<file path="config.mk">
export PLATFORM = sky130hd
export DESIGN_NAME = cpu_top
export DESIGN_NICKNAME = d
export VERILOG_FILES = /design/src/logic/cpu_pkg.sv /design/src/logic/cpu_top.sv /design/src/logic/execute_stage.sv /design/src/logic/regfile.sv /design/src/logic/id.sv /design/src/logic/fetch_stage.sv
export VERILOG_INCLUDE_DIRS = /design/src /design/src/logic
export SDC_FILE = /design/constraint.sdc
export NUM_CORES = 2
export LEC_CHECK = 0
export BUFFER_PORTS_ARGS = -buffer_cell sky130_fd_sc_hd__buf_2
export CORE_MARGIN = 10
export CORE_UTILIZATION = 40
export CTS_BUF_LIST = sky130_fd_sc_hd__clkbuf_8
export DETAILED_ROUTE_END_ITERATION = 8
export GPL_TIMING_DRIVEN = 0
export REMOVE_ABC_BUFFERS = 1
export SYNTH_ARGS = -nofsm -noshare
export SYNTH_HDL_FRONTEND = slang
export SYNTH_HIERARCHICAL = 1
export SYNTH_SLANG_ARGS = --single-unit
</file>
<file path="constraint.sdc">
create_clock -name clk -period 3.8 [get_ports clk]
set_input_delay 0.38 -clock clk [delete_from_list [all_inputs] [get_ports clk]]
set_output_delay 0.38 -clock clk [all_outputs]
set_load 0.005 [all_outputs]
</file>
<file path="src/logic/cpu_cfg.svh">
`ifndef CPU_CFG_SVH
`define CPU_CFG_SVH

// Datapath and register widths
`define CPU_DATA_W		32
`define CPU_INST_W		32
`define CPU_PC_W		32

// Register file geometry
`define CPU_REG_ADDR_W	5
`define CPU_REG_NUM		32

// First fetch address after reset
`define CPU_RESET_PC	32'h0000_0000

// Instruction field positions
`define CPU_OP_HI		31
`define CPU_OP_LO		26
`define CPU_RS_HI		25
`define CPU_RS_LO		21
`define CPU_RT_HI		20
`define CPU_RT_LO		16
`define CPU_RD_HI		15
`define CPU_RD_LO		11

`endif
</file>
<file path="src/logic/cpu_pkg.sv">
`include "cpu_cfg.svh"

package cpu_pkg;

	// Primary opcode field
	typedef enum logic [5:0] {
		OP_SPECIAL	= 6'b000000,
		OP_ANDI		= 6'b001100,
		OP_ORI		= 6'b001101,
		OP_XORI		= 6'b001110,
		OP_LUI		= 6'b001111
	} opcode_e;

	// Function field of SPECIAL
	typedef enum logic [5:0] {
		FN_AND		= 6'b100100,
		FN_OR		= 6'b100101,
		FN_XOR		= 6'b100110,
		FN_NOR		= 6'b100111
	} funct_e;

	typedef enum logic [2:0] {
		ALU_NOP,
		ALU_AND,
		ALU_OR,
		ALU_XOR,
		ALU_NOR
	} alu_op_e;

	typedef struct packed {
		logic							en;
		logic [`CPU_REG_ADDR_W-1:0]	addr;
	} rd_port_t;

	typedef struct packed {
		alu_op_e						alu_op;
		logic [`CPU_DATA_W-1:0]		op1;
		logic [`CPU_DATA_W-1:0]		op2;
		logic [`CPU_REG_ADDR_W-1:0]	wd;
		logic							we;
	} id_ex_t;

	typedef struct packed {
		logic							we;
		logic [`CPU_REG_ADDR_W-1:0]	addr;
		logic [`CPU_DATA_W-1:0]		data;
	} wb_t;

	typedef struct packed {
		logic [`CPU_PC_W-1:0]			pc;
		logic [`CPU_INST_W-1:0]		inst;
	} if_id_t;

endpackage

</file>
<file path="src/logic/cpu_top.sv">
`timescale 1ns/1ps
`include "cpu_cfg.svh"

module cpu_top import cpu_pkg::*; (
	input	logic						clk,
	input	logic						reset_i,

	// instruction memory
	output	logic						rom_ce_o,
	output	logic [`CPU_PC_W-1:0]		rom_addr_o,
	input	logic [`CPU_INST_W-1:0]	rom_data_i,

	// retired register write
	output	wb_t						wb_o
);

if_id_t						if_id;
rd_port_t					rd1;
rd_port_t					rd2;
logic [`CPU_DATA_W-1:0]	rd1_data;
logic [`CPU_DATA_W-1:0]	rd2_data;
wb_t						ex_fwd;
wb_t						mem_fwd;
id_ex_t						id_ex;

fetch_stage u_fetch (
	.clk			(clk),
	.reset_i		(reset_i),
	.rom_ce_o		(rom_ce_o),
	.rom_addr_o		(rom_addr_o),
	.rom_data_i		(rom_data_i),
	.if_id_o		(if_id)
);

id u_id (
	.if_id_i		(if_id),
	.rd1_o			(rd1),
	.rd2_o			(rd2),
	.rd1_data_i		(rd1_data),
	.rd2_data_i		(rd2_data),
	.ex_fwd_i		(ex_fwd),
	.mem_fwd_i		(mem_fwd),
	.id_ex_o		(id_ex)
);

regfile u_regfile (
	.clk			(clk),
	.reset_i		(reset_i),
	.rd1_i			(rd1),
	.rd2_i			(rd2),
	.rd1_data_o		(rd1_data),
	.rd2_data_o		(rd2_data),
	.wr_i			(wb_o)			// write-back also drives the top output
);

execute_stage u_execute (
	.clk			(clk),
	.reset_i		(reset_i),
	.id_ex_i		(id_ex),
	.ex_fwd_o		(ex_fwd),
	.mem_fwd_o		(mem_fwd),
	.wb_o			(wb_o)
);

endmodule

</file>
<file path="src/logic/execute_stage.sv">
`timescale 1ns/1ps
`include "cpu_cfg.svh"

module execute_stage import cpu_pkg::*; (
	input	logic		clk,
	input	logic		reset_i,

	// from decode
	input	id_ex_t		id_ex_i,

	// forwarding taps back to decode
	output	wb_t		ex_fwd_o,
	output	wb_t		mem_fwd_o,

	// to regfile write port
	output	wb_t		wb_o
);

id_ex_t						ex_q;
wb_t						mem_q;
wb_t						wb_q;
logic [`CPU_DATA_W-1:0]	result;

// Decode/execute register
always_ff @(posedge clk) begin
	if (reset_i) begin
		ex_q <= '0;				// ALU_NOP with no write
	end else begin
		ex_q <= id_ex_i;
	end
end

always_comb begin
	case (ex_q.alu_op)
		ALU_AND: result = ex_q.op1 & ex_q.op2;
		ALU_OR: result = ex_q.op1 | ex_q.op2;
		ALU_XOR: result = ex_q.op1 ^ ex_q.op2;
		ALU_NOR: result = ~(ex_q.op1 | ex_q.op2);
		default: result = '0;
	endcase
end

always_comb begin
	ex_fwd_o.we = ex_q.we;
	ex_fwd_o.addr = ex_q.wd;
	ex_fwd_o.data = result;
end

// Execute/memory register that the memory stage only passes on
always_ff @(posedge clk) begin
	if (reset_i) begin
		mem_q.we <= 1'b0;
		mem_q.addr <= '0;
		mem_q.data <= '0;
	end else begin
		mem_q <= ex_fwd_o;
	end
end

// Memory/write-back register
always_ff @(posedge clk) begin
	if (reset_i) begin
		wb_q.we <= 1'b0;
		wb_q.addr <= '0;
		wb_q.data <= '0;
	end else begin
		wb_q <= mem_q;
	end
end

assign mem_fwd_o = mem_q;
assign wb_o = wb_q;

endmodule

</file>
<file path="src/logic/regfile.sv">
`timescale 1ns/1ps
`include "cpu_cfg.svh"

module regfile import cpu_pkg::*; (
	input	logic						clk,
	input	logic						reset_i,

	// read ports
	input	rd_port_t					rd1_i,
	input	rd_port_t					rd2_i,
	output	logic [`CPU_DATA_W-1:0]	rd1_data_o,
	output	logic [`CPU_DATA_W-1:0]	rd2_data_o,

	// write port from write-back
	input	wb_t						wr_i
);

logic [`CPU_DATA_W-1:0] regs [`CPU_REG_NUM];

always_ff @(posedge clk) begin
	if (reset_i) begin
		for (int i = 0; i < `CPU_REG_NUM; i++) begin
			regs[i] <= '0;
		end
	end else if (wr_i.we && wr_i.addr != '0) begin
		regs[wr_i.addr] <= wr_i.data;
	end
end

// Same-cycle write is returned directly
function automatic logic [`CPU_DATA_W-1:0] read_port(
	input rd_port_t					port,
	input wb_t						wr,
	input logic [`CPU_DATA_W-1:0]	stored
);
	if (!port.en || port.addr == '0) begin
		return '0;
	end else if (wr.we && wr.addr == port.addr) begin
		return wr.data;
	end
	return stored;
endfunction

always_comb begin
	rd1_data_o = read_port(rd1_i, wr_i, regs[rd1_i.addr]);
end

always_comb begin
	rd2_data_o = read_port(rd2_i, wr_i, regs[rd2_i.addr]);
end

endmodule

</file>
<file path="src/logic/id.sv">
`timescale 1ns/1ps
`include "cpu_cfg.svh"

module id import cpu_pkg::*; (
	input	if_id_t						if_id_i,

	// to regfile
	output	rd_port_t					rd1_o,
	output	rd_port_t					rd2_o,

	// from regfile
	input	logic [`CPU_DATA_W-1:0]	rd1_data_i,
	input	logic [`CPU_DATA_W-1:0]	rd2_data_i,

	// forwarding from execute and memory
	input	wb_t						ex_fwd_i,
	input	wb_t						mem_fwd_i,

	// to execute
	output	id_ex_t						id_ex_o
);

opcode_e						op;
funct_e							funct;
logic [`CPU_REG_ADDR_W-1:0]	rs;
logic [`CPU_REG_ADDR_W-1:0]	rt;
logic [`CPU_REG_ADDR_W-1:0]	rd;
logic [15:0]					imm16;

alu_op_e						alu_op;
logic [`CPU_DATA_W-1:0]		imm;
logic							rd1_en;
logic							rd2_en;
logic [`CPU_REG_ADDR_W-1:0]	rd1_addr;
logic [`CPU_REG_ADDR_W-1:0]	wd;
logic							wreg;

assign op = opcode_e'(if_id_i.inst[`CPU_OP_HI:`CPU_OP_LO]);
assign rs = if_id_i.inst[`CPU_RS_HI:`CPU_RS_LO];
assign rt = if_id_i.inst[`CPU_RT_HI:`CPU_RT_LO];
assign rd = if_id_i.inst[`CPU_RD_HI:`CPU_RD_LO];
assign funct = funct_e'(if_id_i.inst[5:0]);
assign imm16 = if_id_i.inst[15:0];

always_comb begin
	alu_op = ALU_NOP;
	imm = '0;
	rd1_en = 1'b0;
	rd2_en = 1'b0;
	rd1_addr = rs;
	wd = rd;
	wreg = 1'b0;

	case (op)
		OP_SPECIAL: begin
			rd1_en = 1'b1;
			rd2_en = 1'b1;
			wreg = 1'b1;
			case (funct)
				FN_AND: alu_op = ALU_AND;
				FN_OR: alu_op = ALU_OR;
				FN_XOR: alu_op = ALU_XOR;
				FN_NOR: alu_op = ALU_NOR;
				default: wreg = 1'b0;		// Unknown function writes nothing
			endcase
		end
		OP_ANDI, OP_ORI, OP_XORI: begin
			rd1_en = 1'b1;
			imm = {16'h0, imm16};
			wd = rt;
			wreg = 1'b1;
			alu_op = (op == OP_ANDI) ? ALU_AND : (op == OP_ORI) ? ALU_OR : ALU_XOR;
		end
		OP_LUI: begin
			// Immediate goes to the upper half and is ORed with r0
			rd1_en = 1'b1;
			rd1_addr = '0;
			imm = {imm16, 16'h0};
			wd = rt;
			wreg = 1'b1;
			alu_op = ALU_OR;
		end
		default: begin
		end
	endcase
end

// Operand priority runs immediate, r0, execute, memory, then regfile
function automatic logic [`CPU_DATA_W-1:0] pick_operand(
	input rd_port_t					port,
	input logic [`CPU_DATA_W-1:0]	reg_data,
	input logic [`CPU_DATA_W-1:0]	imm_val,
	input wb_t						ex_tap,
	input wb_t						mem_tap
);
	if (!port.en) begin
		return imm_val;
	end else if (port.addr == '0) begin
		return '0;
	end else if (ex_tap.we && ex_tap.addr == port.addr) begin
		return ex_tap.data;
	end else if (mem_tap.we && mem_tap.addr == port.addr) begin
		return mem_tap.data;
	end
	return reg_data;			// regfile already bypasses write-back
endfunction

always_comb begin
	rd1_o.en = rd1_en;
	rd1_o.addr = rd1_addr;
	rd2_o.en = rd2_en;
	rd2_o.addr = rt;
end

always_comb begin
	id_ex_o.alu_op = alu_op;
	id_ex_o.op1 = pick_operand(rd1_o, rd1_data_i, imm, ex_fwd_i, mem_fwd_i);
	id_ex_o.op2 = pick_operand(rd2_o, rd2_data_i, imm, ex_fwd_i, mem_fwd_i);
	id_ex_o.wd = wd;
	id_ex_o.we = wreg && (wd != '0);		// r0 is never written
end

endmodule

</file>
<file path="src/logic/fetch_stage.sv">
`timescale 1ns/1ps
`include "cpu_cfg.svh"

module fetch_stage import cpu_pkg::*; (
	input	logic						clk,
	input	logic						reset_i,

	// instruction memory
	output	logic						rom_ce_o,
	output	logic [`CPU_PC_W-1:0]		rom_addr_o,
	input	logic [`CPU_INST_W-1:0]	rom_data_i,

	// to decode
	output	if_id_t						if_id_o
);

logic					ce_q;
logic [`CPU_PC_W-1:0]	pc_q;
if_id_t					if_id_q;

// Fetch enable rises one clock after reset is released
always_ff @(posedge clk) begin
	if (reset_i) begin
		ce_q <= 1'b0;
	end else begin
		ce_q <= 1'b1;
	end
end

always_ff @(posedge clk) begin
	if (reset_i || !ce_q) begin
		pc_q <= `CPU_RESET_PC;			// first address presented once ce is up
	end else begin
		pc_q <= pc_q + `CPU_PC_W'(4);
	end
end

// A zero word is a NOP for decode
always_ff @(posedge clk) begin
	if (reset_i || !ce_q) begin
		if_id_q <= '0;
	end else begin
		if_id_q.pc <= pc_q;
		if_id_q.inst <= rom_data_i;		// memory answers in the same cycle
	end
end

assign rom_ce_o = ce_q;
assign rom_addr_o = pc_q;
assign if_id_o = if_id_q;

endmodule

</file>
==> flow_metrics.py <==
metrics = {
    "outcome": {
        "outcome": "finished with violations",
        "violations": "setup timing",
    },
    "worst_setup_path": {
        "start_kind": "flip-flop",
        "path_cells": "nor2b_2, nand3b_1, nor2_4, buf_16, or2_4",
        "crit_fanout": 32,
        "crit_family": "simple AND/OR/NAND/NOR gates",
        "critical_path_class": "flip-flop to flip-flop",
        "worstPathArrival_ns": 4.38,
        "regToRegEndpoint": "u_regfile/regs[1][27]",
        "rrSetupSlack_ns": -0.06,
        "max_stage_delay_ns": 1.08,
        "cp_slowest_cell": "nor2_4",
        "cp_num_buf_inv": 1,
        "rr_worst_depth": 5,
        "worst_ep_required_time_ns": 4.32,
        "cp_num_cells": 5,
        "r2r-start": "u_execute/wb_o[37]",
        "cp-end-kind": "flip-flop",
    },
    "synth": {
        "synth_warnings": 6,
        "syn_inst": 4791,
        "syn_area_um2": 65900,
        "avgSynthCellArea_um2": 13.8,
    },
    "grt": {
        "met2_usage_pct": 36.7,
        "grtUsageMet3_pct": 4.56,
        "antenna_found_initial": 17,
        "grt_usage_pct": 23.6,
        "busiest_layer": "met2",
        "grt_use_met1_pct": 31.6,
        "grt_max_degree": 98,
        "grt_pass1_wl_um": 311000,
        "overflow": 0,
        "grt_pass1_vias": 43100,
    },
    "placement": {
        "post-place-ws_ns": -1.14,
        "gp_congestion": 0.873,
        "placed_cell_area_um2": 70100,
        "dp_hpwl_um": 135000,
        "numPortBuffers": 102,
    },
    "routing": {
        "first_iter_violations": 5312,
        "drc": 0,
        "routedWlPerCell_um": 30.4,
        "viasPerCell": 5.97,
        "num_vias": 43100,
        "first_pass_iters": 5,
        "ant_nets": 0,
        "routed_wl_um": 220000,
    },
    "cts": {
        "cts_buffer_depth": 3,
        "cts-root-buf": "clkbuf_8",
        "clk_latency_ns": 0.97,
        "path_clk_slew_ns": 0.06,
        "clkSinkCount": 1236,
        "cts_buffers": 213,
        "htree_levels": 4,
        "cts_tree": "yes",
    },
    "power_and_ir_drop": {
        "finalPower_mw": 30.2,
        "powerDensity_nw_per_um2": 401,
        "peakVddDrop_uv": 326,
        "p_leak_nw": 26.8,
    },
    "hold_path": {
        "holdPathStages": 2,
        "min_from": "reset_i",
        "hold_end": "u_regfile/regs[0][15]",
        "hold_class": "primary input to flip-flop",
    },
    "sta": {
        "finalCriticalPeriod_ns": 3.86,
        "maxSlewViolCount": 0,
        "max_freq_mhz": 259,
        "tightestPinTransition_ns": 1.47,
        "finalCritPeriodShare_pct": 102,
        "setup_ws_ns": -0.0645,
        "hold_violations": 0,
        "grt_setup_unrepaired": "true",
        "relSlewSlack_pct": 2.26,
        "final.setup_skew_ns": 0.0592,
        "setup_viol": 49,
    },
    "layout": {
        "design_area_um2": 75400,
        "drive_gt1_share_pct": 25.5,
        "nNetsFinal": 4952,
        "syn_to_final_growth_pct": 14.3,
    },
    "floorplan": {
        "start_util_pct": 40.4,
        "fp.dieH_um": 426,
        "die-area_um2": 182000,
        "num_rows": 148,
        "fp.dieW_um": 426,
        "ios": 105,
        "core_um2": 163000,
    },
    "job": {
        "cap_violations": 0,
    },
}
## stage by stage
step | TNS, ns | utilization [%] | std cells | hold slack (ns)
2_1_floorplan | -982.14 | - | 4338 | 0.442
3_5_place_dp | -801.59 | 42.9 | 6739 | 0.467
4_1_cts | 0 | 45.9 | 7185 | 0.0118
5_1_grt | -1.61 | 46.1 | 7214 | 0.0777
3_3_place_gp | -8922.49 | 41.0 | 6615 | 0.456
6_report | -1.16 | 46.1 | 7220 | 0.0790
## placed cells by master, fill, tap and decap left out, types with 33 or more instances in the layout
master         instances
a211o_1               33
a211oi_1             185
a21oi_1               74
and2_1              1029
buf_12                50
buf_16                56
buf_2                101
buf_4                 38
clkbuf_8             227
clkinv_1              45
conb_1                34
dfxtp_1              204
dlygate4sd3_1         33
edfxtp_1            1024
ha_1                  65
inv_1                148
mux2_2                67
mux2i_1              138
mux4_2               510
nand2_1              105
nor2_1               164
nor2b_1              184
o22ai_1               58
## what timing repair did
item                                    4_1_cts  5_1_grt
gates resized for setup                      50       21
hold buffers                                 33        0
setup buffers                                18       20
endpoints found under the hold margin        40        0
gates cloned                                  1        3
pin swaps                                     3        3
endpoints found under the setup margin      371       94
## sequential cells by signal, indices dropped and copies added (netlist names)
name and cells:
u_execute/wb_o 38, u_fetch/rom_addr_o 30, u_regfile/regs 1024, u_fetch/if_id_o 32, u_fetch/rom_ce_o 1, u_execute/ex_fwd_o 6, u_execute/ex_q 67, u_execute/mem_fwd_o 38
## area by class of cell
cell class / count / area [um2]
Clock inverter: 168 / 990
Multi-Input combinational cell: 3028 / 29200
Clock buffer: 227 / 3120
Timing Repair Buffer: 299 / 3990
Inverter: 75 / 285
Fill cell: 14400 / 88000
Tap cell: 2175 / 2720
Sequential cell: 1236 / 35000
Antenna cell: 12 / 30.0
## worst register-to-register path, delay by kind of cell, from the launching register on
kind	cells	cell delay (ns)
AND/OR/NAND/NOR	4	2.74
flip-flops	1	0.41
buffers and inverters	1	0.25
## how the worst max path moves through the flow
stage	startpoint	endpoint	slack [ns]
CTS	u_fetch/if_id_o[26]	u_execute/ex_q[40]	0.0003
detailed placement	u_fetch/if_id_o[30]	u_execute/ex_q[64]	-1.14
floorplan	u_fetch/if_id_o[30]	u_execute/ex_q[38]	-19.95
global placement	u_fetch/if_id_o[30]	u_execute/ex_q[41]	-36.30
global route	u_execute/wb_o[37]	u_regfile/regs[1][27]	-0.07
finish	u_execute/wb_o[37]	u_regfile/regs[1][27]	-0.06
## power by group
group | internal, mW | switching, mW
combinational | 1.25 | 1.64
sequential | 15.1 | 0.280
clock | 6.14 | 5.80
## routing by layer
layer / up-vias / share of wire (%)
met3: 480 / 9.0
met1: 22100 / 40
met2: 2320 / 46
li1: 18100 / -
met4: 8 / 5.2
met5: - / 0.022
No activity file was read; power rests on OpenSTA's default activity.
